File: config.mk
export PLATFORM = sky130hd
export DESIGN_NAME = rdata_tracker
export DESIGN_NICKNAME = d
export VERILOG_FILES = /design/src/source/mport_pkg.sv /design/src/source/rdata_tracker.sv
export VERILOG_INCLUDE_DIRS = /design/src /design/src/source
export SDC_FILE = /design/constraint.sdc
export NUM_CORES = 1
export LEC_CHECK = 0
export ABC_CLOCK_PERIOD_IN_PS = 1950
export BUFFER_PORTS_ARGS = -buffer_cell sky130_fd_sc_hd__buf_2
export CORE_UTILIZATION = 26
export DETAILED_ROUTE_END_ITERATION = 8
export HOLD_SLACK_MARGIN = 0.02
export SETUP_SLACK_MARGIN = 0.05
export SLEW_MARGIN = 20
export SYNTH_ARGS = -nofsm -noshare
export SYNTH_HDL_FRONTEND = slang
export SYNTH_SLANG_ARGS = --single-unit
File: constraint.sdc
create_clock -name ui_clk -period 1.95 [get_ports ui_clk]
set_input_delay 0 -clock ui_clk [delete_from_list [all_inputs] [get_ports ui_clk]]
set_output_delay 0 -clock ui_clk [all_outputs]
set_load 0.02 [all_outputs]
File: src/source/mport_defines.svh
`ifndef MPORT_DEFINES_SVH
`define MPORT_DEFINES_SVH

// UI address width
`define MP_ADDR_W 29

// one UI beat
`define MP_WORD_W 256

// data beats per burst, two beats per command
`define MP_BURST_BEATS 8

// UI address step per command
`define MP_CMD_STEP 8

// entries per port FIFO, power of two
`define MP_FIFO_DEPTH 32

// beat counters and FIFO levels
`define MP_CNT_W 16

`endif
File: src/source/mport_pkg.sv
package mport_pkg;

	`include "mport_defines.svh"

	typedef logic [`MP_ADDR_W-1:0] ui_addr_t; // UI byte-ish address
	typedef logic [`MP_WORD_W-1:0] ui_word_t; // one data beat

	typedef logic [`MP_CNT_W-1:0] beat_cnt_t; // beats and FIFO levels

	// UI command codes
	typedef enum logic [2:0] {
		CMD_WRITE = 3'b000,
		CMD_READ  = 3'b001
	} ui_cmd_t;

	// who owns the UI right now
	typedef enum logic [2:0] {
		SEL_NONE,
		SEL_WR0,
		SEL_WR1,
		SEL_RD0,
		SEL_RD1
	} port_sel_t;

endpackage

File: src/source/rdata_tracker.sv
`include "mport_defines.svh"

module rdata_tracker (
	input  logic                 ui_clk,
	input  logic                 rst,
	input  mport_pkg::port_sel_t grant,
	input  logic                 app_rd_data_valid,
	output logic                 push0,
	output logic                 push1,
	output logic                 rd_done
);
	localparam int BEATS = `MP_BURST_BEATS;

	mport_pkg::beat_cnt_t beat_cnt; // read beats seen this burst
	logic beat;

	assign push0 = app_rd_data_valid & (grant == mport_pkg::SEL_RD0);
	assign push1 = app_rd_data_valid & (grant == mport_pkg::SEL_RD1);
	assign beat = push0 | push1;
	assign rd_done = beat && beat_cnt == BEATS - 1; // on the last beat itself

	always_ff @(posedge ui_clk or posedge rst) begin
		if (rst) beat_cnt <= '0;
		else if (rd_done) beat_cnt <= '0;
		else if (beat) beat_cnt <= beat_cnt + 1'b1;
	end

endmodule

**After elaboration in Yosys (flattened, before gate mapping)**

Index checks and enable logic that the tools add are counted.

- Memories: 0
- Latch bits: 0
- ROM bits: 0
- RAM bits: 0
- Output and inout port bits: 3
- Logic and storage cells: 12
- Flip-flop bits (word level): 16

- Bitwise logic cells: 3
- Order comparisons: 0
- Equal/unequal tests: 3
- Add/sub/neg operators: 1
- Divide/modulo/power cells: 0
- Shift-type cells: 0
- Muxes and demuxes: 2
- Multiply operators: 0
- Reduce and logical (&&, ||, !) cells: 2

Operators by type and width:

| cell | count |
|---|---|
| 16-bit two-way mux | 2 |
| 16-bit by 1-bit adder with 16-bit output, second input constant | 1 |
| 16-bit by 3-bit == test with 1-bit output, second input constant | 1 |
| 3-bit by 2-bit == test with 1-bit output, second input constant | 1 |
| 3-bit == test, second input constant | 1 |
| 1-bit bitwise AND | 2 |
| 2-bit nonzero test | 1 |
| 1-bit logical AND | 1 |
| 1-bit bitwise OR | 1 |

**Depth between registers and ports, before layout**

- Word-level depth: 5
- Depth in mapped cells: 5
- Mapped depth without buffers: 5

**Worst setup path after synthesis**

OpenSTA, ideal clock, no wires.

- Path type: register to register
- From: register beat_cnt[7]
- To: register beat_cnt[3]
- Setup time: 153 ps
- Cell stages (with the launch flop): 5
- Data arrival time: 1451 ps
- Path buffers: 0
- Slack: 347 ps
- Period minus slack after synthesis: 1603 ps
- Path through: dfrtp_1 > nor4_1 > nand4_1 > nor3_1 > nor2_1

- Word-level cells in the longest chain between the ends: 3

RTL lines:

| what | line | source |
|---|---|---|
| start: declaration | rdata_tracker.sv:14 | `mport_pkg::beat_cnt_t beat_cnt;` |
| start signal: assignment | rdata_tracker.sv:25 | `else if (beat) beat_cnt <= beat_cnt + 1'b1;` |
| 16-bit by 3-bit == test with 1-bit output * | rdata_tracker.sv:20 | `assign rd_done = beat && beat_cnt == BEATS - 1;` |
| 1-bit logical AND * | rdata_tracker.sv:20 |  |
| net rd_done | rdata_tracker.sv:10 | `output logic rd_done` |
| 16-bit two-way mux / 2-bit nonzero test (equally long branches) | n/a |  |

Mark *: on every way through the listed nets, which the timed path passes. The rest lies on a longest branch.
A chain may end at the register's enable or synchronous reset.

**Worst setup path after layout**

- From: register beat_cnt[7]
- To: output rd_done

- Word-level cells in the longest chain between the ends: 2

RTL lines:

| what | line |
|---|---|
| 16-bit by 3-bit == test with 1-bit output | rdata_tracker.sv:20 |
| 1-bit logical AND | rdata_tracker.sv:20 |
| end: declaration | rdata_tracker.sv:10 |

No other way between the ends.

==> out/results.ini <==
[yosys]
yosysMostFrequentCell=dfrtp_1
synthAdderAreaFrac_pct=1.50
yosys.area.top_type_share_pct=47.9
netlist_area_um2=836
syn-num-nets=83
synthSimpleGateAreaFrac_pct=27.7
synthArstFlopShare_pct=100
synth_compound_area_share_pct=5.99
synth_area_leader_cell=dfrtp_1
synthCells=76
ys.flop_type=dfrtp_1
synth_top_family_by_area=simple AND/OR/NAND/NOR gates
synthTopCellsByArea=dfrtp_1 (48%), xnor2_1 (8.4%), xor2_1 (6.3%)
ys_types=21
postSynthAreaPerCell_um2=11.0
yosys_warnings=0
synth-seq-cells=16
ys_top_cells_by_count=dfrtp_1 (16), nand2_1 (8), xnor2_1 (8), xor2_1 (6)
synthXorXnorAreaFrac_pct=14.7
synth_mux_area_share_pct=0
ys_seq_area_share_pct=47.9
synth_edf_count=0

[setup_path]
cp-start-kind=flip-flop
crit_path_start=beat_cnt[7]$_DFFE_PP0P_
cp.required_ps=1950
cp_max_fo=6
end_kind=primary output
reg2reg_from=beat_cnt[0]$_DFFE_PP0P_
cp_data_arrival_time_ps=1640
path_class=reg -> out

[run]
drv_cap=0

[clocking]
cts_tree=done
path_clk_slew_ps=90
cts_sinks=16
h-tree-depth=1
cts-root-buf=clkbuf_4
cts_setup_buffers=0
clock_path_buffers=2
clock_latency_ps=290
cts_buffers=3

[sta]
finalHoldViolCount=0
maxSlewViolCount=0
max_freq_mhz=611
setup_viol=0
setup_tns_ps=0
slew_headroom_pct=60.4
fin_worst_skew_ps=1.64
period_needed_ps=1640
min_period_over_period_pct=83.9
grt_setup_unrepaired=false
tightest_slew_ps=594

[finish]
antenna_cells=0
top_regs=beat_cnt (16)
largest_reg_flops=16
final_cell_count_no_fill=133
area_delta_synth_final_pct=17.5
nNetsFinal=97
regMostFlops=beat_cnt
drive_above_1_share_pct=21.3

[routing]
wire_per_inst_um=11.2
wl_um=1490
drc=0
drt_iter0_drc=18
drtPass1Iterations=4
vias_per_cell=4.35
antenna_left=0
vias=579

[floorplanning]
std_cell_rows=20
ios=9
start_util_pct=27.4
die_w_um=58.7
dieArea_um2=3450
fp.coreArea_um2=3050
die_h_um=58.7

[grt]
antenna_found_initial=0
grt_max_degree=17
grt_overflow=0
grt.met2_usage_pct=18.1
grt_pass1_vias=639
grt_pass1_wl_um=2790
grt_use_total_pct=10.8
use_met1_pct=13.2
use_met3_pct=1.98
busiest_layer=met2

[worst_hold_path]
min_from=grant[2]
hold_class=in -> reg

[placed_design]
port_buffers=8
hpwlAfterDp_um=1150
placed_cells=128
place.gp.congestion=0.676

[power]
p_per_area_nw_per_um2=756
ir_worst_vdd_uv=197
static-leakage-power_nw=0.466

[run_status]
status=complete, no violations

==> routing by layer <==
layer / share of wire (%) / vias up
li1: - / 290
met1: 48 / 270
met4: 2.7 / 0
met3: 4.0 / 5
met2: 45 / 14
met5: 0 / -
==> kinds of logic (layout without fill, tap and decap cells) <==
logic type      count (synthesis)  after routing
buf+inv                         5             18
compound gates                  6              6
xor+xnor                       14             14
simple gates                   34             34
flops                          16             16
fa+ha+maj                       1              1
==> worst max-delay path, cell delays in order, from the launching register on <==
cell	delay, ps
dfrtp_1	440
nor4_1	310
nand4_1	180
nor3_2	210
buf_2	210
==> path summary, 6_finish.rpt <==
| check | to | slack [ps] | cells past startpoint |
|---|---|---|---|
| worst max-delay path | rd_done | 310 | 4 |
| min in group asynchronous | beat_cnt[6]$_DFFE_PP0P_ | 320 | 3 |
| worst min register to register | beat_cnt[15]$_DFFE_PP0P_ | 470 | 1 |
| worst min-delay path | beat_cnt[8]$_DFFE_PP0P_ | 220 | 5 |
| max in group asynchronous | beat_cnt[2]$_DFFE_PP0P_ | 1250 | 3 |
| worst max register to register | beat_cnt[10]$_DFFE_PP0P_ | 410 | 5 |
==> report_power, final <==
group          leakage, nW  total (mW)  internal, mW  switching [mW]
combinational        0.234       0.103        0.0490          0.0541
clock               0.0210       0.215         0.114           0.102
sequential           0.211       0.424         0.373          0.0509
total                0.466       0.742         0.536           0.207
==> placed cells by master (no fill, tap or decap), types with 3 or more instances in the layout <==
master,n
xor2_1,6
clkbuf_4,3
xnor2_1,8
inv_1,5
nand2_1,8
nor2_1,5
nand3_1,5
nand4_1,3
dfrtp_1,16
buf_2,8
==> final cells by class <==
class,count,area (um2)
fill,327,2070
multi-input combinational,55,422
sequential,16,400
tap,44,55.1
timing repair buffer,9,50.0
clock buffer,4,36.3
inverter,5,18.8
==> metrics by stage <==
| step | util, % | area, um2 | setup WS [ps] | power, mW | hold slack (ps) |
|---|---|---|---|---|---|
| 6_report | 32.2 | 982 | 314 | 0.742 | 223 |
| 5_1_grt | 32.2 | 982 | 132 | 0.794 | 262 |
| 4_1_cts | 32.0 | 977 | 206 | 0.757 | 210 |
| 3_3_place_gp | 30.5 | 931 | 530 | 0.525 | 88.0 |
| 3_5_place_dp | 30.5 | 931 | 460 | 0.532 | 99.9 |
| 2_1_floorplan | - | 836 | 347 | 0.495 | -86.3 |
==> what timing repair did <==
action	CTS	global route
resized for setup	0	1
endpoints found under the hold margin	16	0
endpoints found under the setup margin	0	1
hold buffers	1	0
Note: power is estimated with default switching activity, not from simulation.
