==> config.mk <==
export PLATFORM = sky130hd
export DESIGN_NAME = chan_occupancy
export DESIGN_NICKNAME = d
export VERILOG_FILES = /design/src/source/mport_pkg.sv /design/src/source/chan_occupancy.sv
export VERILOG_INCLUDE_DIRS = /design/src /design/src/source
export SDC_FILE = /design/constraint.sdc
export NUM_CORES = 1
export LEC_CHECK = 0
export BUFFER_PORTS_ARGS = -buffer_cell sky130_fd_sc_hd__buf_2
export CAP_MARGIN = 20
export CELL_PAD_IN_SITES_DETAIL_PLACEMENT = 1
export CELL_PAD_IN_SITES_GLOBAL_PLACEMENT = 2
export CORE_MARGIN = 2
export CORE_UTILIZATION = 30
export CTS_CLUSTER_DIAMETER = 60
export DETAILED_ROUTE_END_ITERATION = 8
export PLACE_DENSITY_LB_ADDON = 0.1
export SLEW_MARGIN = 20
export SYNTH_ARGS = -nofsm -noshare
export SYNTH_HDL_FRONTEND = slang
export SYNTH_SLANG_ARGS = --single-unit
==> constraint.sdc <==
create_clock -name ui_clk -period 2.6 [get_ports ui_clk]
set_input_delay 0 -clock ui_clk [delete_from_list [all_inputs] [get_ports ui_clk]]
set_output_delay 0 -clock ui_clk [all_outputs]
set_load 0.01 [all_outputs]
==> src/source/mport_defines.svh <==
`ifndef MPORT_DEFINES_SVH
`define MPORT_DEFINES_SVH

// UI address width
`define MP_ADDR_W 29

// one UI beat
`define MP_WORD_W 256

// data beats per burst, two beats per command
`define MP_BURST_BEATS 8

// UI address step per command
`define MP_CMD_STEP 8

// entries per port FIFO, power of two
`define MP_FIFO_DEPTH 32

// beat counters and FIFO levels
`define MP_CNT_W 16

`endif
==> src/source/mport_pkg.sv <==
package mport_pkg;

	`include "mport_defines.svh"

	typedef logic [`MP_ADDR_W-1:0] ui_addr_t; // UI byte-ish address
	typedef logic [`MP_WORD_W-1:0] ui_word_t; // one data beat

	typedef logic [`MP_CNT_W-1:0] beat_cnt_t; // beats and FIFO levels

	// UI command codes
	typedef enum logic [2:0] {
		CMD_WRITE = 3'b000,
		CMD_READ  = 3'b001
	} ui_cmd_t;

	// who owns the UI right now
	typedef enum logic [2:0] {
		SEL_NONE,
		SEL_WR0,
		SEL_WR1,
		SEL_RD0,
		SEL_RD1
	} port_sel_t;

endpackage

==> src/source/chan_occupancy.sv <==
module chan_occupancy (
	input  logic                 ui_clk,
	input  logic                 rst,
	input  logic                 wr_beat,
	input  logic                 rd_beat,
	input  mport_pkg::beat_cnt_t dma_thresh,
	output mport_pkg::beat_cnt_t occ,
	output logic                 ready
);
	always_ff @(posedge ui_clk or posedge rst) begin
		if (rst) begin
			occ <= '0;
			ready <= 1'b0;
		end else begin
			case ({wr_beat, rd_beat})
				2'b10: occ <= occ + 1'b1; // beat written to memory
				2'b01: occ <= occ - 1'b1; // beat read back out
				default: occ <= occ;
			endcase
			ready <= occ > dma_thresh; // lags occ by one cycle
		end
	end

endmodule

# Yosys cells after proc, flatten, opt, wreduce, memory -nomap -nowiden
# Cells that the tools add are included.
# op_classes
addsub	2
mul	0
div	0
magnitude_cmp	1
eq_ne	2
n_shift	0
n_mux	1
bitwise	0
reduce_logical	1
# op_table
operator	count
$pmux 16 s2	1
$add 16x1->16 const B	1
$gt 16x16->1	1
$sub 16x1->16 const B	1
$eq 2x1->1 const B	1
$eq 2x2->1 const B	1
$reduce_bool 2->1	1
# totals
register_bits	17
latch_bits	0
ram_bits	0
mem_bits_ro	0
in_bits	20
output_inout_bits	17
elab_cells	9
mem_count	0

# Longest topological paths before layout
# logic_depth
depth_word	2
mapped_depth	16
ltp_nobuf	11

# Least setup slack after synthesis
# No wires, ideal clock.
# synth_timing
path_kind	input to register
startpoint	in wr_beat
endpoint	reg occ[10]
setup_ns	0.124
arrival_ns	2.774
required_ns	2.476
setup_slack_ns	-0.298
cell_stages	16
n_path_buf	5
cell_sequence	inv_1 -> ha_1 -> clkbuf_2 -> buf_2 -> buf_6 -> buf_2 -> buf_2 -> xor2_1 -> ha_1 -> or3_1 -> a21oi_1 -> a211o_1 -> a31oi_1 -> o21ai_0 -> or3b_1 -> xnor2_1
# synth_via
elab_chain_len	2
elab_cells_between_ends	4
cone_classes	eq/ne (2); mux (1); reduce/logical (1)
# synth_rtl
element	line_no	rtl
from (decl)	chan_occupancy.sv:4	input logic wr_beat,
$eq 2x1->1 or $eq 2x2->1 (tied branches)	chan_occupancy.sv:15	case ({wr_beat, rd_beat})
$pmux 16 s2 or $reduce_bool 2->1 (tied branches)	-	
to (signal assigned)	chan_occupancy.sv:16	2'b10: occ <= occ + 1'b1;
to (signal assigned)	chan_occupancy.sv:17	2'b01: occ <= occ - 1'b1;
to (decl)	chan_occupancy.sv:7	output mport_pkg::beat_cnt_t occ,
# Several ways; a longest one is shown, not always the timed one.
# A chain may end at the register's enable or synchronous reset.

# Worst setup path in the final report
# layout_timing
startpoint	reg occ[1]
endpoint	reg occ[13]
# layout_via
elab_chain_len	2
elab_cells_between_ends	3
cone_classes	add/sub (2); mux (1)
# layout_rtl
element	line_no
$sub 16x1->16 or $add 16x1->16 (tied branches)	chan_occupancy.sv:17, chan_occupancy.sv:16
$pmux 16 s2 (*)	chan_occupancy.sv:15
# Every way passes the cells marked *; elsewhere a longest branch is shown, timed or not.

==> qor.yml <==
outcome:
  outcome: "finished, final reports clean"
logic_synthesis:
  synth_area_leaders: "dfrtp_1 20%, ha_1 11%, a21oi_1 6.2%"
  synth_commonest_cells: "26 x a21oi_1, 19 x ha_1, 19 x inv_1, 17 x dfrtp_1, 16 x o21ai_0"
  synth_top_area_cell: "dfrtp_1"
  synth_seq_area_share_pct: 20.2
  ys_warn_count: 0
  synthCells: 260
  synth_edf_count: 0
  yosysMostFrequentCell: "a21oi_1"
  yosysTopAreaCellShare_pct: 20.2
  synth_cell_types: 57
  synth-async-reset-ratio_pct: 100
  synth_area_per_cell_sq_um: 8.12
  synthesis.nets: 299
  syn-cell-area_sq_um: 2110
  ys.flop_type: "dfrtp_1"
  ys_ff_latch: 17
floorplanning:
  ios: 37
  start_util_pct: 31.1
  die_y_um: 87.9
  placement_rows: 30
  core_area_sq_um: 6790
  die_x_um: 87.9
  fp.dieArea_sq_um: 7720
timing:
  finalSetupViolCount: 0
  relSlewSlack_pct: 51.6
  period_needed_ns: 2.37
  period_share_pct: 91.0
  finalHoldViolCount: 0
  fin_skew_ns: 0.000700
  tns_ns: 0
  hold-worst-slack_ns: 0.330
  worstMarginPinSlew_ns: 0.726
  drv_slew: 0
  rsz0062_at_grt: "no"
  fmax_ghz: 0.423
final_layout:
  post_route_cells_drive_above_1_share_pct: 24.7
  fin_nets: 336
  n_fill_cell: 839
  areaGrowthSynthToFinish_pct: 17.9
  n_antenna_cell: 0
min_path:
  hold_path_class: "input pin to flip-flop"
  holdCritStartpoint: "dma_thresh[0]"
placed_design:
  dpl.hpwl_mm: 4.54
  io_buffers: 36
  gp_congestion: 0.752
power:
  power_density_nw_per_um2: 955
  power.leakage_nw: 1.14
  irDropWorstVdd_v: 0.000309
clock_tree:
  cts_buffers: 3
  cts_tree: "done"
  cts_setup_buffers: 0
  clock_latency_ns: 0.26
  cts_max_path_buffers: 2
  cts_max_level: 1
  cts_sinks: 17
  clk_pin_slew_ns: 0.07
  root_buffer: "clkbuf_8"
setup_path:
  required_ns: 2.75
  end_kind: "flip-flop"
  reg2reg_from: "occ[1]"
  startpoint: "occ[1]"
  critPathMaxFanout: 11
  cp.arrival_ns: 2.51
  critPathKind: "flip-flop to flip-flop"
  start_kind: "flip-flop"
global_routing:
  grt_max_degree: 50
  grt_pass1_wl_mm: 10.0
  grt_pass1_vias: 1940
  track_usage_pct: 16.6
  overflow: 0
  antenna_found_initial: 0
detailed_routing:
  initialDrtViolationCount: 115
  drtPass1Iterations: 4
  vias: 2003
  drtAntennaViolNets: 0
  vias_per_cell: 5.11
  drt_wl_total_mm: 5.97
  avgRoutedWirePerCell_um: 15.2
  drc: 0
flow_run:
  drv_cap: 0
[worst paths after layout]
kind	cells after the start	to	slack, ns
setup / recovery	8	occ[13]	0.23
hold / removal	5	ready	0.33
setup reg to reg	8	occ[13]	0.23
hold reg to reg	1	occ[15]	0.51
max in group asynchronous	3	occ[3]	1.75
min in group asynchronous	3	occ[15]	0.40
[registers in the layout (all words and copies together), names as in the netlist]
| register | flops |
|---|---|
| occ | 16 |
| ready | 1 |
[report_power, final]
part           switching [mW]  total (mW)  internal (mW)
clock network           0.105       0.214          0.109
logic                   0.817        1.53          0.708
registers               0.239       0.638          0.398
total                    1.16        2.38           1.22
[kinds of logic (layout without fill, tap and decap cells)]
kind of cell / Yosys count / in the layout / synth area share [%]
muxes: 7 / 7 / 3.56
and+or+nand+nor: 74 / 74 / 20.7
DFF: 17 / 17 / 20.2
AOI/OAI and AO/OA: 82 / 82 / 25.5
adders and majority gates: 19 / 19 / 11.3
buffers and inverters: 41 / 77 / 10.4
xor gates and xnor gates: 20 / 20 / 8.30
[layout by cell type (no fill, tap or decap), types with 3 or more instances in the layout]
cell type	instances
nor3b_1	3
nor2_1	15
nor2b_1	7
o21a_1	4
a21o_1	7
nand2_1	10
nand3_1	5
o21ai_0	15
buf_4	16
nor3_1	5
mux2i_1	3
dfrtp_1	17
and4b_1	3
a211oi_1	4
o31a_1	6
buf_2	36
ha_1	17
or3_1	5
nand3b_1	3
mux2_2	4
xor2_1	13
xnor2_1	7
a32oi_1	3
clkbuf_8	3
inv_1	18
a21oi_1	25
[area by class of cell]
| class | instances | area (sq um) | share of cell area [%] |
|---|---|---|---|
| Clock buffer | 4 | 45.0 | 1.81 |
| Inverter | 19 | 71.3 | 2.87 |
| Multi-Input combinational cell | 202 | 1500 | 60.1 |
| Sequential cell | 17 | 425 | 17.1 |
| Tap cell | 96 | 120 | 4.83 |
| Timing Repair Buffer | 54 | 330 | 13.3 |
[stage by stage]
| step | cell area, sq um | cells | util, % | power, mW | worst slack [ns] |
|---|---|---|---|---|---|
| after CTS | 2480 | 392 | 36.5 | 2.40 | 0.219 |
| after detailed placement | 2430 | 387 | 35.7 | 2.17 | 0.197 |
| final | 2490 | 392 | 36.6 | 2.38 | 0.235 |
| after floorplan | 2160 | 260 | - | 1.68 | 0.0331 |
| after global placement | 2430 | 387 | 35.7 | 2.16 | 0.220 |
| after global routing | 2490 | 392 | 36.6 | 2.64 | 0.0868 |
[per-layer routing]
| metal | global-route usage, % | part of all wire, % | up-vias |
|---|---|---|---|
| met5 | 0 | 0 | - |
| met1 | 25.4 | 52 | 958 |
| met4 | 5.03 | 1.3 | 0 |
| met3 | 0.848 | 2.6 | 5 |
| li1 | - | - | 1007 |
| met2 | 25.1 | 44 | 33 |
[worst max-delay path: stages, from the launching register on]
cell and delay (ns):
dfrtp_1 0.39, buf_4 0.18, and4b_2 0.24, a21o_1 0.17
a22o_1 0.28, a21oi_2 0.20, nor3b_1 0.07, or3_1 0.34
a2111o_1 0.38
[what timing repair did]
action	4_1_cts	5_1_grt
resized for setup	0	1
endpoints found under the setup margin	0	1
hold buffers	1	0
hold endpoints to repair	17	0
No activity file was read; power rests on OpenSTA's default activity.
