--- src/source/mport_defines.svh ---
`ifndef MPORT_DEFINES_SVH
`define MPORT_DEFINES_SVH

// UI address width
`define MP_ADDR_W 29

// one UI beat
`define MP_WORD_W 256

// data beats per burst, two beats per command
`define MP_BURST_BEATS 8

// UI address step per command
`define MP_CMD_STEP 8

// entries per port FIFO, power of two
`define MP_FIFO_DEPTH 32

// beat counters and FIFO levels
`define MP_CNT_W 16

`endif
--- src/source/mport_pkg.sv ---
package mport_pkg;

	`include "mport_defines.svh"

	typedef logic [`MP_ADDR_W-1:0] ui_addr_t; // UI byte-ish address
	typedef logic [`MP_WORD_W-1:0] ui_word_t; // one data beat

	typedef logic [`MP_CNT_W-1:0] beat_cnt_t; // beats and FIFO levels

	// UI command codes
	typedef enum logic [2:0] {
		CMD_WRITE = 3'b000,
		CMD_READ  = 3'b001
	} ui_cmd_t;

	// who owns the UI right now
	typedef enum logic [2:0] {
		SEL_NONE,
		SEL_WR0,
		SEL_WR1,
		SEL_RD0,
		SEL_RD1
	} port_sel_t;

endpackage

--- src/source/port_window.sv ---
`include "mport_defines.svh"

module port_window (
	input  logic                ui_clk,
	input  logic                rst,
	input  logic                load,
	input  mport_pkg::ui_addr_t base_addr,
	input  mport_pkg::ui_addr_t max_addr,
	input  logic                advance,
	output mport_pkg::ui_addr_t addr
);
	// address covered by one burst of commands
	localparam mport_pkg::ui_addr_t SPAN =
		mport_pkg::ui_addr_t'((`MP_BURST_BEATS / 2) * `MP_CMD_STEP);

	mport_pkg::ui_addr_t base_q; // wrap target
	mport_pkg::ui_addr_t max_q;

	always_ff @(posedge ui_clk or posedge rst) begin
		if (rst) begin
			base_q <= '0;
			max_q <= '0;
			addr <= '0;
		end else if (load) begin // load wins over a burst end
			base_q <= base_addr;
			max_q <= max_addr;
			addr <= base_addr;
		end else if (advance) begin
			if (addr < max_q - SPAN) addr <= addr + SPAN; // room for another burst
			else addr <= base_q; // back to start of window
		end
	end

endmodule

--- config.mk ---
export PLATFORM = sky130hd
export DESIGN_NAME = port_window
export DESIGN_NICKNAME = d
export VERILOG_FILES = /design/src/source/mport_pkg.sv /design/src/source/port_window.sv
export VERILOG_INCLUDE_DIRS = /design/src /design/src/source
export SDC_FILE = /design/constraint.sdc
export NUM_CORES = 1
export LEC_CHECK = 0
export ABC_AREA = 0
export BUFFER_PORTS_ARGS = -buffer_cell sky130_fd_sc_hd__buf_2
export CORE_MARGIN = 8
export CORE_UTILIZATION = 50
export CTS_BUF_LIST = sky130_fd_sc_hd__clkbuf_8
export DETAILED_ROUTE_END_ITERATION = 12
export HOLD_SLACK_MARGIN = 0.02
export PLACE_DENSITY = 0.75
export SYNTH_ARGS = -nofsm -noshare
export SYNTH_HDL_FRONTEND = slang
export SYNTH_SLANG_ARGS = --single-unit
--- constraint.sdc ---
create_clock -name ui_clk -period 3.6 [get_ports ui_clk]
set_clock_uncertainty 0.2 [all_clocks]
set_input_delay 1.08 -clock ui_clk [delete_from_list [all_inputs] [get_ports ui_clk]]
set_output_delay 1.08 -clock ui_clk [all_outputs]
set_load 0.01 [all_outputs]
Word level (Yosys, flattened, before mapping):

Index checks and enable logic that the tools add are counted.

* logic and storage cells: 10
* output and inout bits: 29
* register bits after elaboration: 87

* mux-type cells: 3
* reductions and logical operators: 1
* add/sub/neg operators: 2
* magnitude comparators: 1

Operators with widths (number)
* $mux W29: 3
* $add A29 B6 Y29 const B: 1
* $lt A29 B29 Y1: 1
* $sub A29 B6 Y29 const B: 1
* $reduce_bool A2 Y1: 1

Logic depth before layout (Yosys ltp):

* word-level depth: 5
* gate-level depth with buffers: 17
* gate-level depth less buffers: 16

Worst setup path after synthesis:

Ideal clock, no wire load.

* path kind: flip-flop to flip-flop
* from: register max_q[11]
* to: register addr[7]
* data required time: 3.256 ns
* path buffers: 1
* library setup time: 0.144 ns
* data arrival time: 3.593 ns
* stages on the path, launching flop included: 17
* slack: -0.337 ns
* cells stage by stage: dfrtp_1 -> or4_4 -> nor3_2 -> nand2_1 -> or2_1 -> nor4_2 -> xnor2_1 -> ha_1 -> a21o_1 -> a21o_1 -> a221o_1 -> nor2_2 -> a21boi_2 -> nor2_2 -> buf_6 -> a31oi_4 -> o311ai_2

* word-level cells in the longest chain between the ends: 5

RTL lines
* start: declaration: line port_window.sv:17 `mport_pkg::ui_addr_t max_q;`
* start signal: assignment: line port_window.sv:26 `max_q <= max_addr;`
* $sub A29 B6 Y29: line port_window.sv:29 `if (addr < max_q - SPAN) addr <= addr + SPAN;`
* $lt A29 B29 Y1: line port_window.sv:29
* $mux W29: line port_window.sv:29
* $mux W29: line port_window.sv:28 `end else if (advance) begin`
* $mux W29: line port_window.sv:24 `end else if (load) begin`
* end signal: assignment: line port_window.sv:27 `addr <= base_addr;`
* end signal: assignment: line port_window.sv:29
* end signal: assignment: line port_window.sv:30 `else addr <= base_q;`
* end: declaration: line port_window.sv:10 `output mport_pkg::ui_addr_t addr`

No other way between the ends. The select of a mux whose other input is x is not followed.
A chain may end at the register's enable or synchronous reset.

Worst setup path after layout:

* from: register max_q[13]
* to: register addr[12]

The elaborated chain is that of the path after synthesis.

==> impl_metrics.ini <==
[synth]
synth_area_leaders = dfrtp_1 41%, mux2_2 8.8%, ha_1 7.1%
yosys_warnings = 0
synth_compound_area_share_pct = 14.1
synth_edf_count = 0
synth-seq-cells = 87
yosys.area_share.simple_pct = 16.0
synth_xor_area_share_pct = 5.65
synth_cells = 530
synth_top_family_by_area = simple AND/OR/NAND/NOR gates
synthAdderAreaFrac_pct = 7.13
synth_top_area_cell = dfrtp_1
ys.flop_type = dfrtp_1
syn_nets = 622
ys_async_sr_fraction_pct = 100
yosysTopAreaCellShare_pct = 41.3
syn_area_per_cell_sq_um = 9.94
synth_cell_types = 68
yosysSeqAreaShare_pct = 41.3
synth_area_sq_mm = 0.00527
synthMuxAreaShare_pct = 12.0

[clocking]
clk_path_buf_depth = 2
clk_pin_slew_worst_paths_ns = 0.09
clockRootBuffer = clkbuf_8
htreeDepth = 3
cts.sinks = 87
postCtsHoldBufs = 0
cts_tree = built
cts_inserted_buffers = 9
clock_latency_ns = 0.38

[critical_path]
cp_max_fo = 7
critPathCaptureType = flop
cp_num_buf_inv = 1
crit_arrival_ns = 4.17
crit_chain = or4_4 > nor3_4 > nand2_1 > or2_4 > nor4_4 > xnor2_1 > ha_1 > a21o_1 > a21o_1 > a221o_1 > nand2_1 > o211ai_2 > nor2_4 > buf_6 > mux2i_2 > a221oi_2
cpMaxStageDelayCell = or4_4
path_delay_family = simple AND/OR/NAND/NOR gates
path_class = flop to flop
slowest_delay_ns = 0.57
crit_required_ns = 3.64
cp-start-kind = flop

[cells_and_area]
drive_gt1_share_pct = 36.2
antenna_cells = 0
fin_util_pct = 64.7
area_growth_pct = 26.2
nets = 761

[power_and_ir_drop]
ir_worst_vdd_v = 0.000308
switching_share_pct = 36.0
p_seq_share_pct = 41.0
p_comb_share_pct = 34.7
pwr-share-clk_pct = 24.3
total_power_mw = 3.01
internal_power_mw = 1.93
leakagePower_nw = 2.99
p_switching_mw = 1.08
p_per_area_mw_per_mm2 = 453

[drt]
viasPerCell = 5.73
drt-total-wl_mm = 15.1
drtIter0Drc = 281
firstDrtPassIters = 5
vias = 4644
wl_per_cell_um = 18.6
drc = 0
detail-route-antenna-nets = 0

[job]
drv_cap = 0

[timing]
max_slew.worst_pin.slew_ns = 0.813
fin_hold_ws_ns = 0.318
fin_crit_ns = 4.13
final_max_slew_viol_count = 0
min_period_over_period_pct = 115
fin_setup_tns_ns = -11.86
slew_headroom_pct = 45.8
finalHoldViolCount = 0
fmax_mhz = 242
setup_ws_ns = -0.533
grt_setup_unrepaired = true
setup_viol = 29

[global_route]
antenna_found_initial = 0
grt_usage_pct = 21.1
grt_max_degree = 110
grt_pass1_vias = 5006
gr-total-overflow = 0
grt_pass1_wl_mm = 24.3

[die]
dieArea_sq_mm = 0.0141
design.core.area_sq_mm = 0.0103
start_util_pct = 51.2
die_y_um = 119
rows = 37
die_width_um = 119
pin_count = 91

[placed_design]
place.gp.congestion = 0.828
place_hpwl_mm = 10.6
numPortBuffers = 90

[status]
outcome = finished, violations left
violations = negative setup slack

[hold_path]
worstHoldPathType = flop to flop
cells by family after synthesis:
group | Yosys count
AND/OR/NAND/NOR | 160
AO/OA/AOI/OAI | 113
flip-flops | 87
multiplexers | 58
buffers and inverters | 48
XOR/XNOR | 34
adder cells (fa/ha/maj) | 30
cell usage after synthesis, drive strengths merged (2+ instances only):
master   count
nor2        33
a31oi        8
a221oi       3
a21boi       2
and2         3
or3          3
mux2i       17
nor4         6
o21a         2
xnor2       26
nand3b       2
nor3        14
nand3       14
a311o        2
mux2        41
and3         5
or4          2
inv         25
o211ai       3
o31ai        2
or2          3
nand2       50
buf          6
o21ai       45
a211oi       3
and4         2
ha          30
a21oi       21
nor3b       10
xor2         8
clkbuf      16
nand4        8
o221ai       2
nor2b        2
o2111ai      2
a21o         7
dfrtp       87
power by group through the flow:
stage | Clock (mW) | Combinational, mW | Sequential, mW
CTS | 0.740 | 0.989 | 1.23
detailed placement | 0 | 0.907 | 1.24
floorplan | 0 | 0.549 | 1.24
global placement | 0 | 0.866 | 1.24
global route | 0.778 | 1.14 | 1.25
finish | 0.732 | 1.04 | 1.23
routing by layer:
layer | up-vias | global-route usage (%) | share of wire, %
met5 | - | 0 | 0
met4 | 0 | 8.85 | 2.1
met3 | 32 | 4.66 | 6.0
met2 | 152 | 35.9 | 50
met1 | 2273 | 25.2 | 42
li1 | 2187 | - | -
per-stage QoR:
step / cells / setup WS, ns / cell area (sq um)
4_1_cts: 808 / -0.431 / 6560
2_1_floorplan: 530 / -0.263 / 5310
6_report: 810 / -0.533 / 6650
3_5_place_dp: 781 / -0.556 / 6210
3_3_place_gp: 781 / -0.402 / 6210
5_1_grt: 810 / -0.696 / 6650
final timing paths:
check / from / endpoint / slack [ns] / cells past startpoint
hold / removal: base_q[21] / base_q[21] / 0.32 / 1
min in group asynchronous: rst / max_q[12] / 0.61 / 2
setup reg to reg: max_q[13] / addr[12] / -0.53 / 16
hold reg to reg: base_q[21] / base_q[21] / 0.32 / 1
setup / recovery: max_q[13] / addr[12] / -0.53 / 16
max in group asynchronous: rst / addr[19] / 1.89 / 3
final cells by class:
cell class / instances / area [sq um]
multi-input cells: 396 / 3040
flip-flops and latches: 87 / 2180
well taps: 136 / 170
fillers: 848 / 3630
clock inverters: 7 / 81.3
clock buffers: 9 / 124
repair buffers: 149 / 951
inverters: 26 / 98.8
cells in the final DEF, fill, tap and decap left out, types with 3 or more instances in the layout:
cell	synthesis	layout
a31oi_1	7	7
clkinv_4	0	3
inv_1	25	24
o21ai_0	44	25
and2_1	3	3
nand4_1	8	8
xor2_1	8	8
nand3_1	14	14
buf_6	2	8
nor2_2	4	3
nand2_1	50	49
nor3b_1	10	10
a21o_1	7	7
o21ai_1	1	19
nor3_2	2	4
mux2_2	41	41
and3_1	5	5
mux2i_1	17	15
dfrtp_1	87	87
nor3_1	12	9
a21oi_1	21	20
nor2_4	0	5
xnor2_1	26	26
clkbuf_8	0	9
ha_1	30	30
nor2_1	29	26
buf_4	1	50
buf_2	1	89
state kept, by name (all words and copies together) (netlist names):
name / count
addr: 29
base_q: 29
max_q: 29
repair_timing:
| action | 4_1_cts | 5_1_grt |
|---|---|---|
| setup endpoints to repair | 29 | 29 |
| gates cloned | 2 | 0 |
| pin swaps | 16 | 14 |
| setup buffers | 9 | 3 |
| resized for setup | 24 | 16 |
worst register-to-register path: cells and delay by family (launching register included):
family / cells / cell delay, ns
compound gates: 5 / 0.93
xor+xnor: 1 / 0.18
fa+ha+maj: 1 / 0.29
buf+inv: 1 / 0.18
flops: 1 / 0.38
mux: 1 / 0.25
simple gates: 7 / 1.60
Note: power is estimated with default switching activity, not from simulation.
