$ cat config.mk
export PLATFORM = sky130hd
export DESIGN_NAME = wdata_sequencer
export DESIGN_NICKNAME = d
export VERILOG_FILES = /design/src/source/mport_pkg.sv /design/src/source/wdata_sequencer.sv
export VERILOG_INCLUDE_DIRS = /design/src /design/src/source
export SDC_FILE = /design/constraint.sdc
export NUM_CORES = 1
export LEC_CHECK = 0
export ABC_AREA = 1
export BUFFER_PORTS_ARGS = -buffer_cell sky130_fd_sc_hd__buf_2
export CAP_MARGIN = 25
export CORE_AREA = 8 8 298 300
export CTS_CLUSTER_DIAMETER = 150
export CTS_CLUSTER_SIZE = 40
export DETAILED_ROUTE_END_ITERATION = 8
export DIE_AREA = 0 0 306 308
export PLACE_DENSITY = 0.37
export SKIP_LAST_GASP = 1
export SLEW_MARGIN = 20
export SYNTH_ARGS = -nofsm -noshare
export SYNTH_HDL_FRONTEND = slang
export SYNTH_SLANG_ARGS = --single-unit
$ cat constraint.sdc
create_clock -name ui_clk -period 1.75 [get_ports ui_clk]
set_clock_uncertainty 0.15 [all_clocks]
set_input_delay 0.2625 -clock ui_clk [delete_from_list [all_inputs] [get_ports ui_clk]]
set_output_delay 0.2625 -clock ui_clk [all_outputs]
set_load 0.01 [all_outputs]
$ cat src/source/mport_defines.svh
`ifndef MPORT_DEFINES_SVH
`define MPORT_DEFINES_SVH

// UI address width
`define MP_ADDR_W 29

// one UI beat
`define MP_WORD_W 256

// data beats per burst, two beats per command
`define MP_BURST_BEATS 8

// UI address step per command
`define MP_CMD_STEP 8

// entries per port FIFO, power of two
`define MP_FIFO_DEPTH 32

// beat counters and FIFO levels
`define MP_CNT_W 16

`endif
$ cat src/source/mport_pkg.sv
package mport_pkg;

	`include "mport_defines.svh"

	typedef logic [`MP_ADDR_W-1:0] ui_addr_t; // UI byte-ish address
	typedef logic [`MP_WORD_W-1:0] ui_word_t; // one data beat

	typedef logic [`MP_CNT_W-1:0] beat_cnt_t; // beats and FIFO levels

	// UI command codes
	typedef enum logic [2:0] {
		CMD_WRITE = 3'b000,
		CMD_READ  = 3'b001
	} ui_cmd_t;

	// who owns the UI right now
	typedef enum logic [2:0] {
		SEL_NONE,
		SEL_WR0,
		SEL_WR1,
		SEL_RD0,
		SEL_RD1
	} port_sel_t;

endpackage

$ cat src/source/wdata_sequencer.sv
`include "mport_defines.svh"

module wdata_sequencer (
	input  logic                 ui_clk,
	input  logic                 rst,
	input  mport_pkg::port_sel_t grant,
	input  mport_pkg::ui_word_t  fifo_head0,
	input  mport_pkg::ui_word_t  fifo_head1,
	input  logic                 app_wdf_rdy,
	input  logic                 cmds_sent,
	output mport_pkg::ui_word_t  app_wdf_data,
	output logic                 app_wdf_wren,
	output logic                 app_wdf_end,
	output logic                 pop0,
	output logic                 pop1,
	output logic                 wr_done
);
	localparam int BEATS = `MP_BURST_BEATS;

	typedef enum logic [1:0] {
		S_IDLE,
		S_DATA,
		S_WAIT
	} state_t;

	state_t state;
	mport_pkg::beat_cnt_t beat_cnt; // beats accepted this burst
	logic accept;

	assign app_wdf_wren = state == S_DATA;
	assign app_wdf_data = grant == mport_pkg::SEL_WR1 ? fifo_head1 : fifo_head0; // head held until pop
	assign app_wdf_end = app_wdf_wren & beat_cnt[0]; // every second beat
	assign accept = app_wdf_wren & app_wdf_rdy;
	assign pop0 = accept & (grant == mport_pkg::SEL_WR0);
	assign pop1 = accept & (grant == mport_pkg::SEL_WR1);
	assign wr_done = state == S_WAIT && cmds_sent; // data and commands both finished

	always_ff @(posedge ui_clk or posedge rst) begin
		if (rst) begin
			state <= S_IDLE;
			beat_cnt <= '0;
		end else begin
			case (state)
				S_IDLE: begin
					if (grant == mport_pkg::SEL_WR0 || grant == mport_pkg::SEL_WR1) begin
						beat_cnt <= '0;
						state <= S_DATA;
					end
				end
				S_DATA: begin
					if (accept) begin
						beat_cnt <= beat_cnt + 1'b1;
						if (beat_cnt == BEATS - 1) state <= S_WAIT; // last beat out
					end
				end
				default: begin
					if (cmds_sent) state <= S_IDLE; // wr_done pulses this cycle
				end
			endcase
		end
	end

endmodule

Word-level counts from Yosys, hierarchy flattened
Cells that the tools add are included.

storage, ports and cells
  register bits after elaboration = 18
  bits of input ports = 519
  output and inout port bits = 261
  logic and storage cells = 31

cells by class
  $add $sub $neg = 1
  equal/unequal tests = 8
  muxes and demuxes = 9
  bitwise logic cells = 4
  reductions and logical operators = 7

operators by type and width
  cell                                                                      number
  256-bit two-way mux                                                       1
  16-bit two-way mux                                                        2
  16-bit case mux with 2 select lines                                       1
  16-bit by 1-bit adder with 16-bit output (second input constant)          1
  16-bit by 3-bit equality test with 1-bit output (second input constant)   1
  2-bit two-way mux                                                         4
  1-bit AND                                                                 4
  2-bit by 1-bit inequality test with 1-bit output (second input constant)  2
  2-bit case mux with 2 select lines                                        1
  4-bit AND reduction                                                       1
  3-bit by 1-bit equality test with 1-bit output (second input constant)    1
  3-bit by 2-bit equality test with 1-bit output (second input constant)    1
  3-bit AND reduction                                                       1
  3-bit nonzero test                                                        1
  2-bit by 1-bit equality test with 1-bit output (second input constant)    1
  2-bit equality test (second input constant)                               1
  2-bit zero test                                                           1
  2-bit inequality test (second input constant)                             1
  2-bit nonzero test                                                        1
  1-bit logical AND                                                         1
  1-bit logical OR                                                          1

Logic depth before layout (Yosys ltp)
  depth in word-level cells = 4
  mapped depth = 10

Worst setup path before layout
OpenSTA, ideal clock, no wires.

  path kind = input-to-output
  start = in grant[2]
  end = out app_wdf_data[100]
  data arrival time = 1.110 ns
  data required time = 1.337 ns
  path slack = 0.228 ns
  stages on the path = 5
  cells stage by stage = nor2_1 -> nand2_2 -> buf_8 -> buf_6 -> mux2_4

on the way
  longest elaborated chain between the ends = 2

RTL lines
  what                                            line                   text
  from (decl)                                     wdata_sequencer.sv:6   input mport_pkg::port_sel_t grant,
  3-bit by 2-bit equality test with 1-bit output  wdata_sequencer.sv:31  assign app_wdf_data = grant == mport_pkg::SEL_WR1 ? fifo_head1 : fifo_head0;
  256-bit two-way mux                             wdata_sequencer.sv:31
  to (decl)                                       wdata_sequencer.sv:11  output mport_pkg::ui_word_t app_wdf_data,

No other way between the ends.

Final worst setup path
  start = in grant[2]
  end = out app_wdf_data[239]

The elaborated chain is that of the path after synthesis.

==> metrics.json <==
{
  "run_status": {"value": "finished, violations left"},
  "violations": {"value": "negative setup slack"},
  "syn2layout_area_growth": {"value": 122, "unit": "%"},
  "cts_max_path_buffers": {"value": 2},
  "crit_type": {"value": "input pin to output port"},
  "final_area": {"value": 11600, "unit": "µm²"},
  "post_dp_cell_area": {"value": 10600, "unit": "µm²"},
  "netlist_area": {"value": 5230, "unit": "µm²"},
  "power_density": {"value": 353, "unit": "nW/µm²"},
  "design.portCount": {"value": 780},
  "drt.antenna.violating_nets": {"value": 0},
  "post_route_worst_hold_slack": {"value": 0.134, "unit": "ns"},
  "cts_made_buffers": {"value": 3},
  "reg2reg_depth": {"value": 8},
  "p_int": {"value": 2.47, "unit": "mW"},
  "report.final.slew_viol_count": {"value": 0},
  "p_leak": {"value": 6.57, "unit": "nW"},
  "detailedRoute.firstIterationViolations": {"value": 378},
  "fp.coreArea": {"value": 84200, "unit": "µm²"},
  "finalWirelength": {"value": 55600, "unit": "µm"},
  "worstHoldPathType": {"value": "input pin to flop"},
  "ctsRootBufferMaster": {"value": "clkbuf_16"},
  "synthDistinctLibCells": {"value": 22},
  "place.port_buffers": {"value": 779},
  "net-switching-power": {"value": 1.63, "unit": "mW"},
  "number_of_nets_in_the_synthesized_netlist": {"value": 988},
  "dpl.hpwl": {"value": 51200, "unit": "µm"},
  "final_setup_violation_count": {"value": 254},
  "largest_net_degree_at_the_start_of_global_routing": {"value": 23},
  "synth-warning-count": {"value": 0},
  "arrival": {"value": 1.54, "unit": "ns"},
  "maximum_ir_drop_on_the_vdd_rail": {"value": 0.000592, "unit": "V"},
  "actual_transition_at_the_worst_max_transition_pin": {"value": 0.340, "unit": "ns"},
  "post_drt_via_cell_ratio": {"value": 2.94},
  "power.share.switching": {"value": 39.8, "unit": "%"},
  "detailedRoute.firstPassIterationCount": {"value": 4},
  "drive_gt1_share": {"value": 86.3, "unit": "%"},
  "hold_start": {"value": "cmds_sent"},
  "cts_max_level": {"value": 1},
  "pre_cts_ws": {"value": -0.229, "unit": "ns"},
  "timing.critical_path.fanout_max": {"value": 19},
  "die_area": {"value": 94200, "unit": "µm²"},
  "final_min_period_over_clock_period": {"value": 112, "unit": "%"},
  "synth_cells": {"value": 468},
  "p_clk_share": {"value": 11.4, "unit": "%"},
  "syn_avg_cell_area": {"value": 11.2, "unit": "µm²"},
  "cts_tree": {"value": "done"},
  "dr_total_vias": {"value": 7006},
  "grt_first_pass_wirelength": {"value": 69100, "unit": "µm"},
  "synth.yosys.seq_area_share": {"value": 8.61, "unit": "%"},
  "cts.reportedPaths.clkPinSlew": {"value": 0.06, "unit": "ns"},
  "via_count_of_the_first_global_routing_pass": {"value": 7291},
  "die_y": {"value": 308, "unit": "µm"},
  "final-hold-violation-count": {"value": 0},
  "nets": {"value": 1794},
  "comb_power_share": {"value": 76.1, "unit": "%"},
  "globalRouteTotalUtil": {"value": 10.7, "unit": "%"},
  "synth_seq_cells": {"value": 18},
  "cap_violations": {"value": 0},
  "whs_path_depth": {"value": 4},
  "gp_congestion": {"value": 0.931},
  "grt_overflow": {"value": 0},
  "period_minus_slack": {"value": 1.96, "unit": "ns"},
  "whs_endpoint": {"value": "state[1]$_DFFE_PP0P_"},
  "setup.reg_to_reg.worst_slack": {"value": 0.18, "unit": "ns"},
  "layout.cells.most_common_list": {"value": "buf_2 (726), mux2_4 (229), nand2_1 (66), buf_6 (50), mux2_2 (27)"},
  "start_util": {"value": 6.21, "unit": "%"},
  "end_kind": {"value": "output port"},
  "max_freq": {"value": 511, "unit": "MHz"},
  "cp-start-kind": {"value": "input pin"},
  "clk_lat_worst_skew": {"value": 0.25, "unit": "ns"},
  "maxSlewHeadroom": {"value": 77.3, "unit": "%"},
  "antenna_found_initial": {"value": 62},
  "rsz_0062_raised_after_global_routing": {"value": "true"},
  "floorplan.die.width": {"value": 306, "unit": "µm"},
  "remaining_drc_errors": {"value": 0},
  "cp.required": {"value": 1.34, "unit": "ns"},
  "seqPwrFrac": {"value": 12.6, "unit": "%"},
  "crit-reg2reg-capture": {"value": "beat_cnt[12]$_DFFE_PP0P_"},
  "critical_path.reg2reg.startpoint": {"value": "beat_cnt[0]$_DFFE_PP0P_"},
  "wl_per_cell": {"value": 23.3, "unit": "µm"},
  "finalWorstSetupSlack": {"value": -0.205, "unit": "ns"},
  "power.total": {"value": 4.10, "unit": "mW"},
  "most_common_cell_after_layout_fill_and_taps_aside": {"value": "buf_2"},
  "row_count": {"value": 107},
  "tritoncts_num_sinks": {"value": 18}
}
[per-stage QoR]
step           utilization [%]  TNS (ns)  cells
3_5_place_dp              12.6    -46.13   2345
2_1_floorplan                -         0    468
4_1_cts                   13.3    -41.08   2355
5_1_grt                   13.7    -47.13   2365
3_3_place_gp              12.6    -54.75   2345
6_report                  13.8    -33.20   2387
[critical path, stage by stage]
cell and delay (ns):
buf_6 0.10, nor2_4 0.14, nand2_8 0.09, buf_16 0.18
clkbuf_16 0.24, mux2_4 0.29, buf_2 0.14
[routing by layer]
| layer | vias to the layer above | part of all wire (%) | GRT usage (%) |
|---|---|---|---|
| met1 | 3153 | 40 | 12.9 |
| met2 | 442 | 40 | 14.9 |
| met4 | 24 | 1.6 | 1.19 |
| met3 | 66 | 19 | 8.97 |
| met5 | - | 0.28 | 0 |
| li1 | 3321 | - | - |
[state kept, by name (all words and copies together), names as in the netlist]
| name | count |
|---|---|
| state | 2 |
| beat_cnt | 16 |
[cell type report]
type	instances	area (µm²)
Clock buffer	3	75.1
Tap cell	1090	1360
Fill cell	9720	72600
Multi-Input combinational cell	397	4410
Inverter	23	90.1
Sequential cell	18	450
Antenna cell	25	62.6
Timing Repair Buffer	831	5160
[worst max path at each step]
stage                     depth (start not counted)     start  slack, ns                end
after floorplan                                   5  grant[2]       0.23  app_wdf_data[100]
after global placement                            8  grant[2]      -0.26  app_wdf_data[122]
after detailed placement                          8  grant[2]      -0.23  app_wdf_data[125]
after CTS                                         8  grant[2]      -0.23  app_wdf_data[160]
after global routing                              7  grant[2]      -0.27  app_wdf_data[239]
final                                             7  grant[2]      -0.21  app_wdf_data[239]
[power groups by stage]
| stage | Combinational, mW | Sequential, mW | Clock [mW] |
|---|---|---|---|
| 4_1_cts | 3.05 | 0.511 | 0.479 |
| 5_1_grt | 3.35 | 0.525 | 0.491 |
| 6_report | 3.12 | 0.515 | 0.465 |
| 3_5_place_dp | 2.89 | 0.518 | 0 |
| 2_1_floorplan | 1.40 | 0.505 | 0 |
| 3_3_place_gp | 2.89 | 0.519 | 0 |
[what timing repair did]
action                     CTS  global route
pin swaps                    0             0
buffers inserted             1             1
gates cloned                 5             7
gates resized for setup     84            47
hold buffers                 1             0
setup endpoints to repair  257           260
hold endpoints to repair    18             0
[cells in the mapped netlist (all sizes together)]
cell	n	share of area (%)
nor2	27	2.0
dfrtp	18	8.6
o211ai	1	0.14
nand4	3	0.36
clkinv	1	0.072
buf	30	6.1
nand3	22	2.1
xor2	2	0.33
o21bai	6	0.86
nor3	1	0.096
nand3b	1	0.14
o21ai	9	0.86
inv	22	1.6
nand2	68	4.9
mux2	256	72
ha	1	0.24
[kinds of logic after synthesis]
group	count (synthesis)	synth area share [%]
AO/OA/AOI/OAI	16	1.87
XOR/XNOR	2	0.335
adder cells (fa/ha/maj)	1	0.239
buffers and inverters	53	7.78
flip-flops	18	8.61
multiplexers	256	71.6
AND/OR/NAND/NOR	122	9.62
No activity file was read; power rests on OpenSTA's default activity.
