<file path="src/source/mport_defines.svh">
`ifndef MPORT_DEFINES_SVH
`define MPORT_DEFINES_SVH

// UI address width
`define MP_ADDR_W 29

// one UI beat
`define MP_WORD_W 256

// data beats per burst, two beats per command
`define MP_BURST_BEATS 8

// UI address step per command
`define MP_CMD_STEP 8

// entries per port FIFO, power of two
`define MP_FIFO_DEPTH 32

// beat counters and FIFO levels
`define MP_CNT_W 16

`endif
</file>
<file path="src/source/mport_pkg.sv">
package mport_pkg;

	`include "mport_defines.svh"

	typedef logic [`MP_ADDR_W-1:0] ui_addr_t; // UI byte-ish address
	typedef logic [`MP_WORD_W-1:0] ui_word_t; // one data beat

	typedef logic [`MP_CNT_W-1:0] beat_cnt_t; // beats and FIFO levels

	// UI command codes
	typedef enum logic [2:0] {
		CMD_WRITE = 3'b000,
		CMD_READ  = 3'b001
	} ui_cmd_t;

	// who owns the UI right now
	typedef enum logic [2:0] {
		SEL_NONE,
		SEL_WR0,
		SEL_WR1,
		SEL_RD0,
		SEL_RD1
	} port_sel_t;

endpackage

</file>
<file path="src/source/cmd_issuer.sv">
`include "mport_defines.svh"

module cmd_issuer (
	input  logic                 ui_clk,
	input  logic                 rst,
	input  mport_pkg::port_sel_t grant,
	input  mport_pkg::ui_addr_t  burst_addr,
	input  logic                 app_rdy,
	output logic                 app_en,
	output mport_pkg::ui_cmd_t   app_cmd,
	output mport_pkg::ui_addr_t  app_addr,
	output logic                 cmds_sent
);
	localparam int CMDS = `MP_BURST_BEATS / 2; // two beats per command
	localparam mport_pkg::ui_addr_t STEP = mport_pkg::ui_addr_t'(`MP_CMD_STEP);

	typedef enum logic [1:0] {
		S_IDLE,
		S_ISSUE,
		S_WAIT_DONE
	} state_t;

	state_t state;
	mport_pkg::beat_cnt_t cmd_cnt; // commands accepted this burst
	logic is_read;

	assign is_read = grant == mport_pkg::SEL_RD0 || grant == mport_pkg::SEL_RD1;
	assign cmds_sent = state == S_WAIT_DONE; // all commands of the burst taken

	always_ff @(posedge ui_clk or posedge rst) begin
		if (rst) begin
			state <= S_IDLE;
			app_en <= 1'b0;
			cmd_cnt <= '0;
		end else begin
			case (state)
				S_IDLE: begin
					if (grant != mport_pkg::SEL_NONE) begin
						app_en <= 1'b1;
						cmd_cnt <= '0;
						state <= S_ISSUE;
					end
				end
				S_ISSUE: begin
					if (app_rdy) begin // accepted, else hold en/cmd/addr
						cmd_cnt <= cmd_cnt + 1'b1;
						if (cmd_cnt == CMDS - 1) begin
							app_en <= 1'b0;
							state <= S_WAIT_DONE;
						end
					end
				end
				default: begin
					if (grant == mport_pkg::SEL_NONE) state <= S_IDLE; // re-arm after grant drops
				end
			endcase
		end
	end

	always_ff @(posedge ui_clk) begin
		if (state == S_IDLE && grant != mport_pkg::SEL_NONE) begin
			app_cmd <= is_read ? mport_pkg::CMD_READ : mport_pkg::CMD_WRITE;
			app_addr <= burst_addr; // window address of granted port
		end else if (state == S_ISSUE && app_rdy) begin
			app_addr <= app_addr + STEP;
		end
	end

endmodule

</file>
<file path="config.mk">
export PLATFORM = sky130hd
export DESIGN_NAME = cmd_issuer
export DESIGN_NICKNAME = d
export VERILOG_FILES = /design/src/source/mport_pkg.sv /design/src/source/cmd_issuer.sv
export VERILOG_INCLUDE_DIRS = /design/src /design/src/source
export SDC_FILE = /design/constraint.sdc
export NUM_CORES = 1
export LEC_CHECK = 0
export ABC_AREA = 1
export BUFFER_PORTS_ARGS = -buffer_cell sky130_fd_sc_hd__buf_2
export CORE_MARGIN = 2
export CORE_UTILIZATION = 57
export CTS_BUF_LIST = sky130_fd_sc_hd__clkbuf_4
export CTS_CLUSTER_SIZE = 12
export DETAILED_ROUTE_END_ITERATION = 10
export GPL_ROUTABILITY_DRIVEN = 1
export PLACE_DENSITY = 0.83
export SYNTH_ARGS = -nofsm -noshare
export SYNTH_HDL_FRONTEND = slang
export SYNTH_SLANG_ARGS = --single-unit
</file>
<file path="constraint.sdc">
create_clock -name ui_clk -period 1.9 [get_ports ui_clk]
set_input_delay 0 -clock ui_clk [delete_from_list [all_inputs] [get_ports ui_clk]]
set_output_delay 0 -clock ui_clk [all_outputs]
set_load 0.01 [all_outputs]
</file>
Word level (Yosys, flattened, before mapping)
Index checks and enable logic that the tools add are counted.
{ "classes": {"n_addsub": 2, "eq_ne": 8, "mux": 15, "n_reduce_logical": 12} }
{ "ops": {"columns": ["operator", "count"], "rows": [
  ["29-bit 2-to-1 mux", 2],
  ["16-bit 2-to-1 mux", 2],
  ["16-bit one-hot mux with 2 select lines", 1],
  ["29-bit by 4-bit adder with 29-bit output, second input constant", 1],
  ["16-bit by 1-bit adder with 16-bit output, second input constant", 1],
  ["16-bit by 2-bit == test with 1-bit output, second input constant", 1],
  ["2-bit 2-to-1 mux", 4],
  ["4-bit AND reduction", 2],
  ["3-bit nonzero test", 2],
  ["1-bit 2-to-1 mux", 4],
  ["2-bit != test, second input constant", 2],
  ["2-bit one-hot mux with 2 select lines", 1],
  ["2-bit nonzero test", 2],
  ["3-bit by 2-bit == test with 1-bit output, second input constant", 1],
  ["3-bit == test, second input constant", 1],
  ["3-bit zero test", 1],
  ["3-bit AND reduction", 1],
  ["2-bit by 1-bit == test with 1-bit output, second input constant", 1],
  ["2-bit == test, second input constant", 1],
  ["1-bit logical AND", 2],
  ["2-bit zero test", 1],
  ["2-bit by 1-bit != test with 1-bit output, second input constant", 1],
  ["1-bit one-hot mux with 2 select lines", 1],
  ["1-bit logical OR", 1]
]} }
{ "totals": {"ff_bits": 51, "input_bits": 35, "out_inout_bits": 34} }

Longest topological paths before layout
{ "logic_depth": {"word_depth": 4, "mapped_depth": 10, "mapped_depth_nobuf": 9} }

Worst setup path after synthesis
OpenSTA, ideal clock, no wires.
{ "synth_path": {"kind": "flip-flop to flip-flop", "from": "reg app_addr[4]", "to": "reg app_addr[23] (data pin)", "setup_ns": 0.253, "arrival_time_ns": 1.284, "required_time_ns": 1.647, "setup_slack_ns": 0.362, "stages_incl_launch_ff": 9, "path_buffers": 0, "cell_sequence": "edfxtp_1 -> ha_1 -> nand2_1 -> nor2_4 -> nand2_4 -> nor2_4 -> nand3_1 -> nand3_1 -> nand2_1"} }
{ "synth_between": {"elab_chain_cells": 3} }
{ "synth_lines": {"columns": ["item", "line", "text"], "rows": [
  ["from (decl)", "cmd_issuer.sv:11", "output mport_pkg::ui_addr_t app_addr,"],
  ["from (signal assigned)", "cmd_issuer.sv:63", "app_addr <= burst_addr;"],
  ["from (signal assigned)", "cmd_issuer.sv:65", "app_addr <= app_addr + STEP;"],
  ["29-bit by 4-bit adder with 29-bit output", "cmd_issuer.sv:65", null],
  ["29-bit 2-to-1 mux", "cmd_issuer.sv:64", "end else if (state == S_ISSUE && app_rdy) begin"],
  ["29-bit 2-to-1 mux", "cmd_issuer.sv:61", "if (state == S_IDLE && grant != mport_pkg::SEL_NONE) begin"]
]} }
No other way between the ends. The select of a mux whose other input is x is not followed.
A chain may end at the register's enable or synchronous reset.

Worst setup path after layout
{ "layout_path": {"from": "in grant[0]", "to": "reg app_cmd[0] (data pin)"} }
{ "layout_between": {"elab_chain_cells": 3, "word_cells_on_any_way": 4, "cone_classes": "eq/ne (2); mux (1); reduce/logical (1)"} }
{ "layout_lines": {"columns": ["item", "line", "text"], "rows": [
  ["from (decl)", "cmd_issuer.sv:6", "input mport_pkg::port_sel_t grant,"],
  ["3-bit by 2-bit == test with 1-bit output or 3-bit == test (tied branches)", "cmd_issuer.sv:27", "assign is_read = grant == mport_pkg::SEL_RD0 || grant == mport_pkg::SEL_RD1;"],
  ["1-bit logical OR (*)", "cmd_issuer.sv:27", null],
  ["via is_read", "cmd_issuer.sv:25", "logic is_read;"],
  ["1-bit 2-to-1 mux (*)", "cmd_issuer.sv:62", "app_cmd <= is_read ? mport_pkg::CMD_READ : mport_pkg::CMD_WRITE;"],
  ["to (signal assigned)", "cmd_issuer.sv:62", null],
  ["to (decl)", "cmd_issuer.sv:10", "output mport_pkg::ui_cmd_t app_cmd,"]
]} }
Mark *: on every way through the listed nets, which the timed path passes. The rest lies on a longest branch.

==> impl_summary.log <==
[metrics] Die X-Extent: 78.4 um
[metrics] mapped cell area: 3160 um2
[metrics] Rows: 27
[metrics] critical path endpoint category: flip-flop
[metrics] Sw Ratio: 30.6%
[metrics] leading cell type in the layout, fill and taps excluded: nand2_1
[metrics] max-slew violation total from the final report: 0
[metrics] total power divided by cell area: 639 nW/um2
[metrics] CTS tree: built
[metrics] peak supply drop: 0.502 mV
[metrics] number of antenna diodes: 0
[metrics] signed area change from the synthesized netlist to the final layout: 26.7%
[metrics] DRC: 0
[metrics] final net count: 551
[metrics] setup repair after global routing missed its margin: false
[metrics] kind of critical path: input pin to flip-flop
[metrics] top cell type's share of synthesized area: 28.5%
[metrics] count of distinct cell types in the synthesized netlist: 34
[metrics] data required time of the critical path: 2.15 ns
[metrics] part of the total power dissipated in the clock network: 24.7%
[metrics] setup tns final: 0 ns
[metrics] Die Footprint: 6150 um2
[metrics] GR Overflow Total: 0
[metrics] number of DRC markers after the initial detailed-route iteration: 271
[metrics] clock latency at the later pin of the worst-skew pair: 0.39 ns
[metrics] pin count of the biggest net entering global routing: 31
[metrics] DRT antenna net count: 0
[metrics] Sink Count: 49
[metrics] worst slew slack as a fraction of its limit: 52.2%
[metrics] final cell count without fillers: 587
[metrics] status: completed
[metrics] buffer type at the clock tree root: clkbuf_4
[metrics] Internal Power: 1770 uW
[metrics] layout cell share with drive strength beyond 1: 21.9%
[metrics] global router's overall resource usage: 26.2%
[metrics] clock buffers created by TritonCTS: 5
[metrics] relative contribution of combinational cells to total power: 21.4%
[metrics] minimum clock period: 1.84 ns
[metrics] number of buffers inserted to repair setup after CTS: 0
[metrics] Cells after Synth: 409
[metrics] # placed instances: 543
[metrics] fill cell total of the finished layout: 398
[metrics] number of global-route vias before repair: 2871
[metrics] part of the cycle the worst path needs: 96.8%
[metrics] # H-tree levels: 2
[metrics] measured slew at the worst slew-check pin: 0.716 ns
[metrics] Yosys warning total: 0
[metrics] CP Launch Type: input pin
[metrics] cell types occupying the most area after synthesis: edfxtp_1, nand2_1, dfrtp_1
[metrics] global-route wire length before repair: 12600 um
[metrics] crit-path max FO: 3
[metrics] Die Ht: 78.4 um
[metrics] predominant post-synthesis flop cell: edfxtp_1
[metrics] TritonRoute pass-1 iters: 4
[metrics] vias after detailed routing: 2993
[metrics] Wirelength per Cell: 13.0 um
[metrics] clock edge transition at the registers on the reported setup and hold paths: 0.13 ns
[metrics] most frequent cells in the layout: nand2_1, buf_2, nor2_1
[metrics] sequential-to-total area share from yosys stat: 43.6%
[metrics] Critical Path AT: 2.08 ns
[metrics] Post-DP HPWL: 5310 um
[metrics] class of the worst hold path: input pin to flip-flop
[metrics] count of final hold-check violations: 0
[metrics] final WL: 7640 um
[metrics] Max Root-Sink Buffers: 2
[metrics] setup violators final: 0
[metrics] I/O pin total: 69
[metrics] Achievable Freq: 544 MHz
[metrics] initial core utilization: 58.0%
[metrics] leakage dissipation: 0.00188 uW
[metrics] vias per cell: 5.10
[metrics] count of input and output buffers: 66
[metrics] cell type with the highest aggregate area in the netlist: edfxtp_1
[metrics] Seq cells post-synth: 49
[metrics] Post-Route Skew: 0.0221 ns
[metrics] antenna violations before repair: 0
[metrics] synthesized area per cell: 7.72 um2
[metrics] final weighted congestion in routability-driven placement: 0.915
[metrics] Switching Power: 782 uW
[metrics] Core Region: 5440 um2
[metrics] Max-cap violations: 0
[metrics] fraction of registers with async set or reset after synthesis: 38.8%
[metrics] part of the power in registers: 53.9%
[metrics] count of flip-flops with a built-in enable after synthesis: 30
sequential cells by signal (all words and copies together) (netlist names):
| signal | flops |
|---|---|
| app_addr | 29 |
| state | 2 |
| app_en | 1 |
| app_cmd | 1 |
| cmd_cnt | 16 |
critical path: stages:
cell           delay [ns]
dlygate4sd3_1        0.53
buf_2                0.13
nor2_2               0.14
nand2_1              0.08
dlygate4sd3_1        0.55
nand2_1              0.08
dlygate4sd3_1        0.57
worst paths after layout:
kind / from / endpoint / slack (ns) / cells after the start
setup / recovery: grant[0] / app_cmd[0]$_DFFE_PP_ / 0.06 / 7
hold / removal: grant[1] / state[0]$_DFFE_PP0P_ / 0.06 / 5
setup reg to reg: app_addr[4]$_DFFE_PP_ / app_addr[27]$_DFFE_PP_ / 0.26 / 8
hold reg to reg: app_en$_DFFE_PP0P_ / app_en$_DFFE_PP0P_ / 0.50 / 2
max in group asynchronous: rst / cmd_cnt[7]$_DFFE_PP0P_ / 1.19 / 3
min in group asynchronous: rst / cmd_cnt[5]$_DFFE_PP0P_ / 0.24 / 3
synthesized netlist by cell type, types with 3 or more instances:
| library cell | count |
|---|---|
| o21ai_0 | 9 |
| dfrtp_1 | 19 |
| nand3_1 | 38 |
| inv_2 | 3 |
| o21ai_1 | 5 |
| o21bai_1 | 4 |
| buf_2 | 6 |
| nor3_1 | 4 |
| edfxtp_1 | 30 |
| nor2_4 | 13 |
| xor2_1 | 6 |
| nor2_2 | 3 |
| xnor2_1 | 3 |
| a21oi_1 | 6 |
| nand4_1 | 6 |
| inv_1 | 41 |
| nand2_2 | 7 |
| or2_1 | 3 |
| nand2_1 | 130 |
| nand2_4 | 6 |
| nor2_1 | 50 |
what timing repair did:
| action | in CTS | in global routing |
|---|---|---|
| hold buffers | 36 | 0 |
| endpoints found under the hold margin | 51 | 0 |
| resized for setup | 0 | 0 |
cell families (layout without fill, tap and decap cells):
logic type	after synthesis	in the layout	synth area share, %
flip-flops	49	49	43.6
other	1	2	0.119
adder cells (fa/ha/maj)	2	2	0.793
AND/OR/NAND/NOR	268	268	41.0
AO/OA/AOI/OAI	26	26	4.56
XOR/XNOR	9	9	2.50
buffers and inverters	54	159	7.45
area by class of cell:
type                    instances  area, um2  area share [%]
multi-input cells             307       1550            38.7
flip-flops and latches         49       1380            34.4
repair buffers                107        741            18.5
inverters                      44        165            4.13
well taps                      72       90.1            2.25
clock buffers                   6       45.0            1.13
clock inverters                 2       33.8           0.845
through the flow:
step	power (uW)	instance area (um2)	utilization [%]	hold WS (ns)	setup WS (ns)
5_1_grt	2680	4000	73.5	0.118	0.0154
2_1_floorplan	1720	3160	-	-0.0489	0.362
3_5_place_dp	1880	3560	65.5	0.143	0.288
4_1_cts	2560	4000	73.5	0.0408	0.188
6_report	2560	4000	73.5	0.0560	0.0607
3_3_place_gp	1850	3560	65.5	0.137	0.362
power by group through the flow:
stage / Combinational, uW / Clock [uW] / Sequential, uW
2_1_floorplan: 332 / 0 / 1380
6_report: 546 / 632 / 1380
4_1_cts: 540 / 645 / 1370
3_5_place_dp: 484 / 0 / 1400
3_3_place_gp: 463 / 0 / 1390
5_1_grt: 610 / 679 / 1390
routing by layer:
layer	GRT usage (%)	up-vias	wire length, um
met4	12.5	0	188
met5	0	-	0
met1	30.1	1350	2960
met2	46.9	110	4030
li1	-	1514	-
met3	4.83	19	463
(Power assumes the default switching activity.)
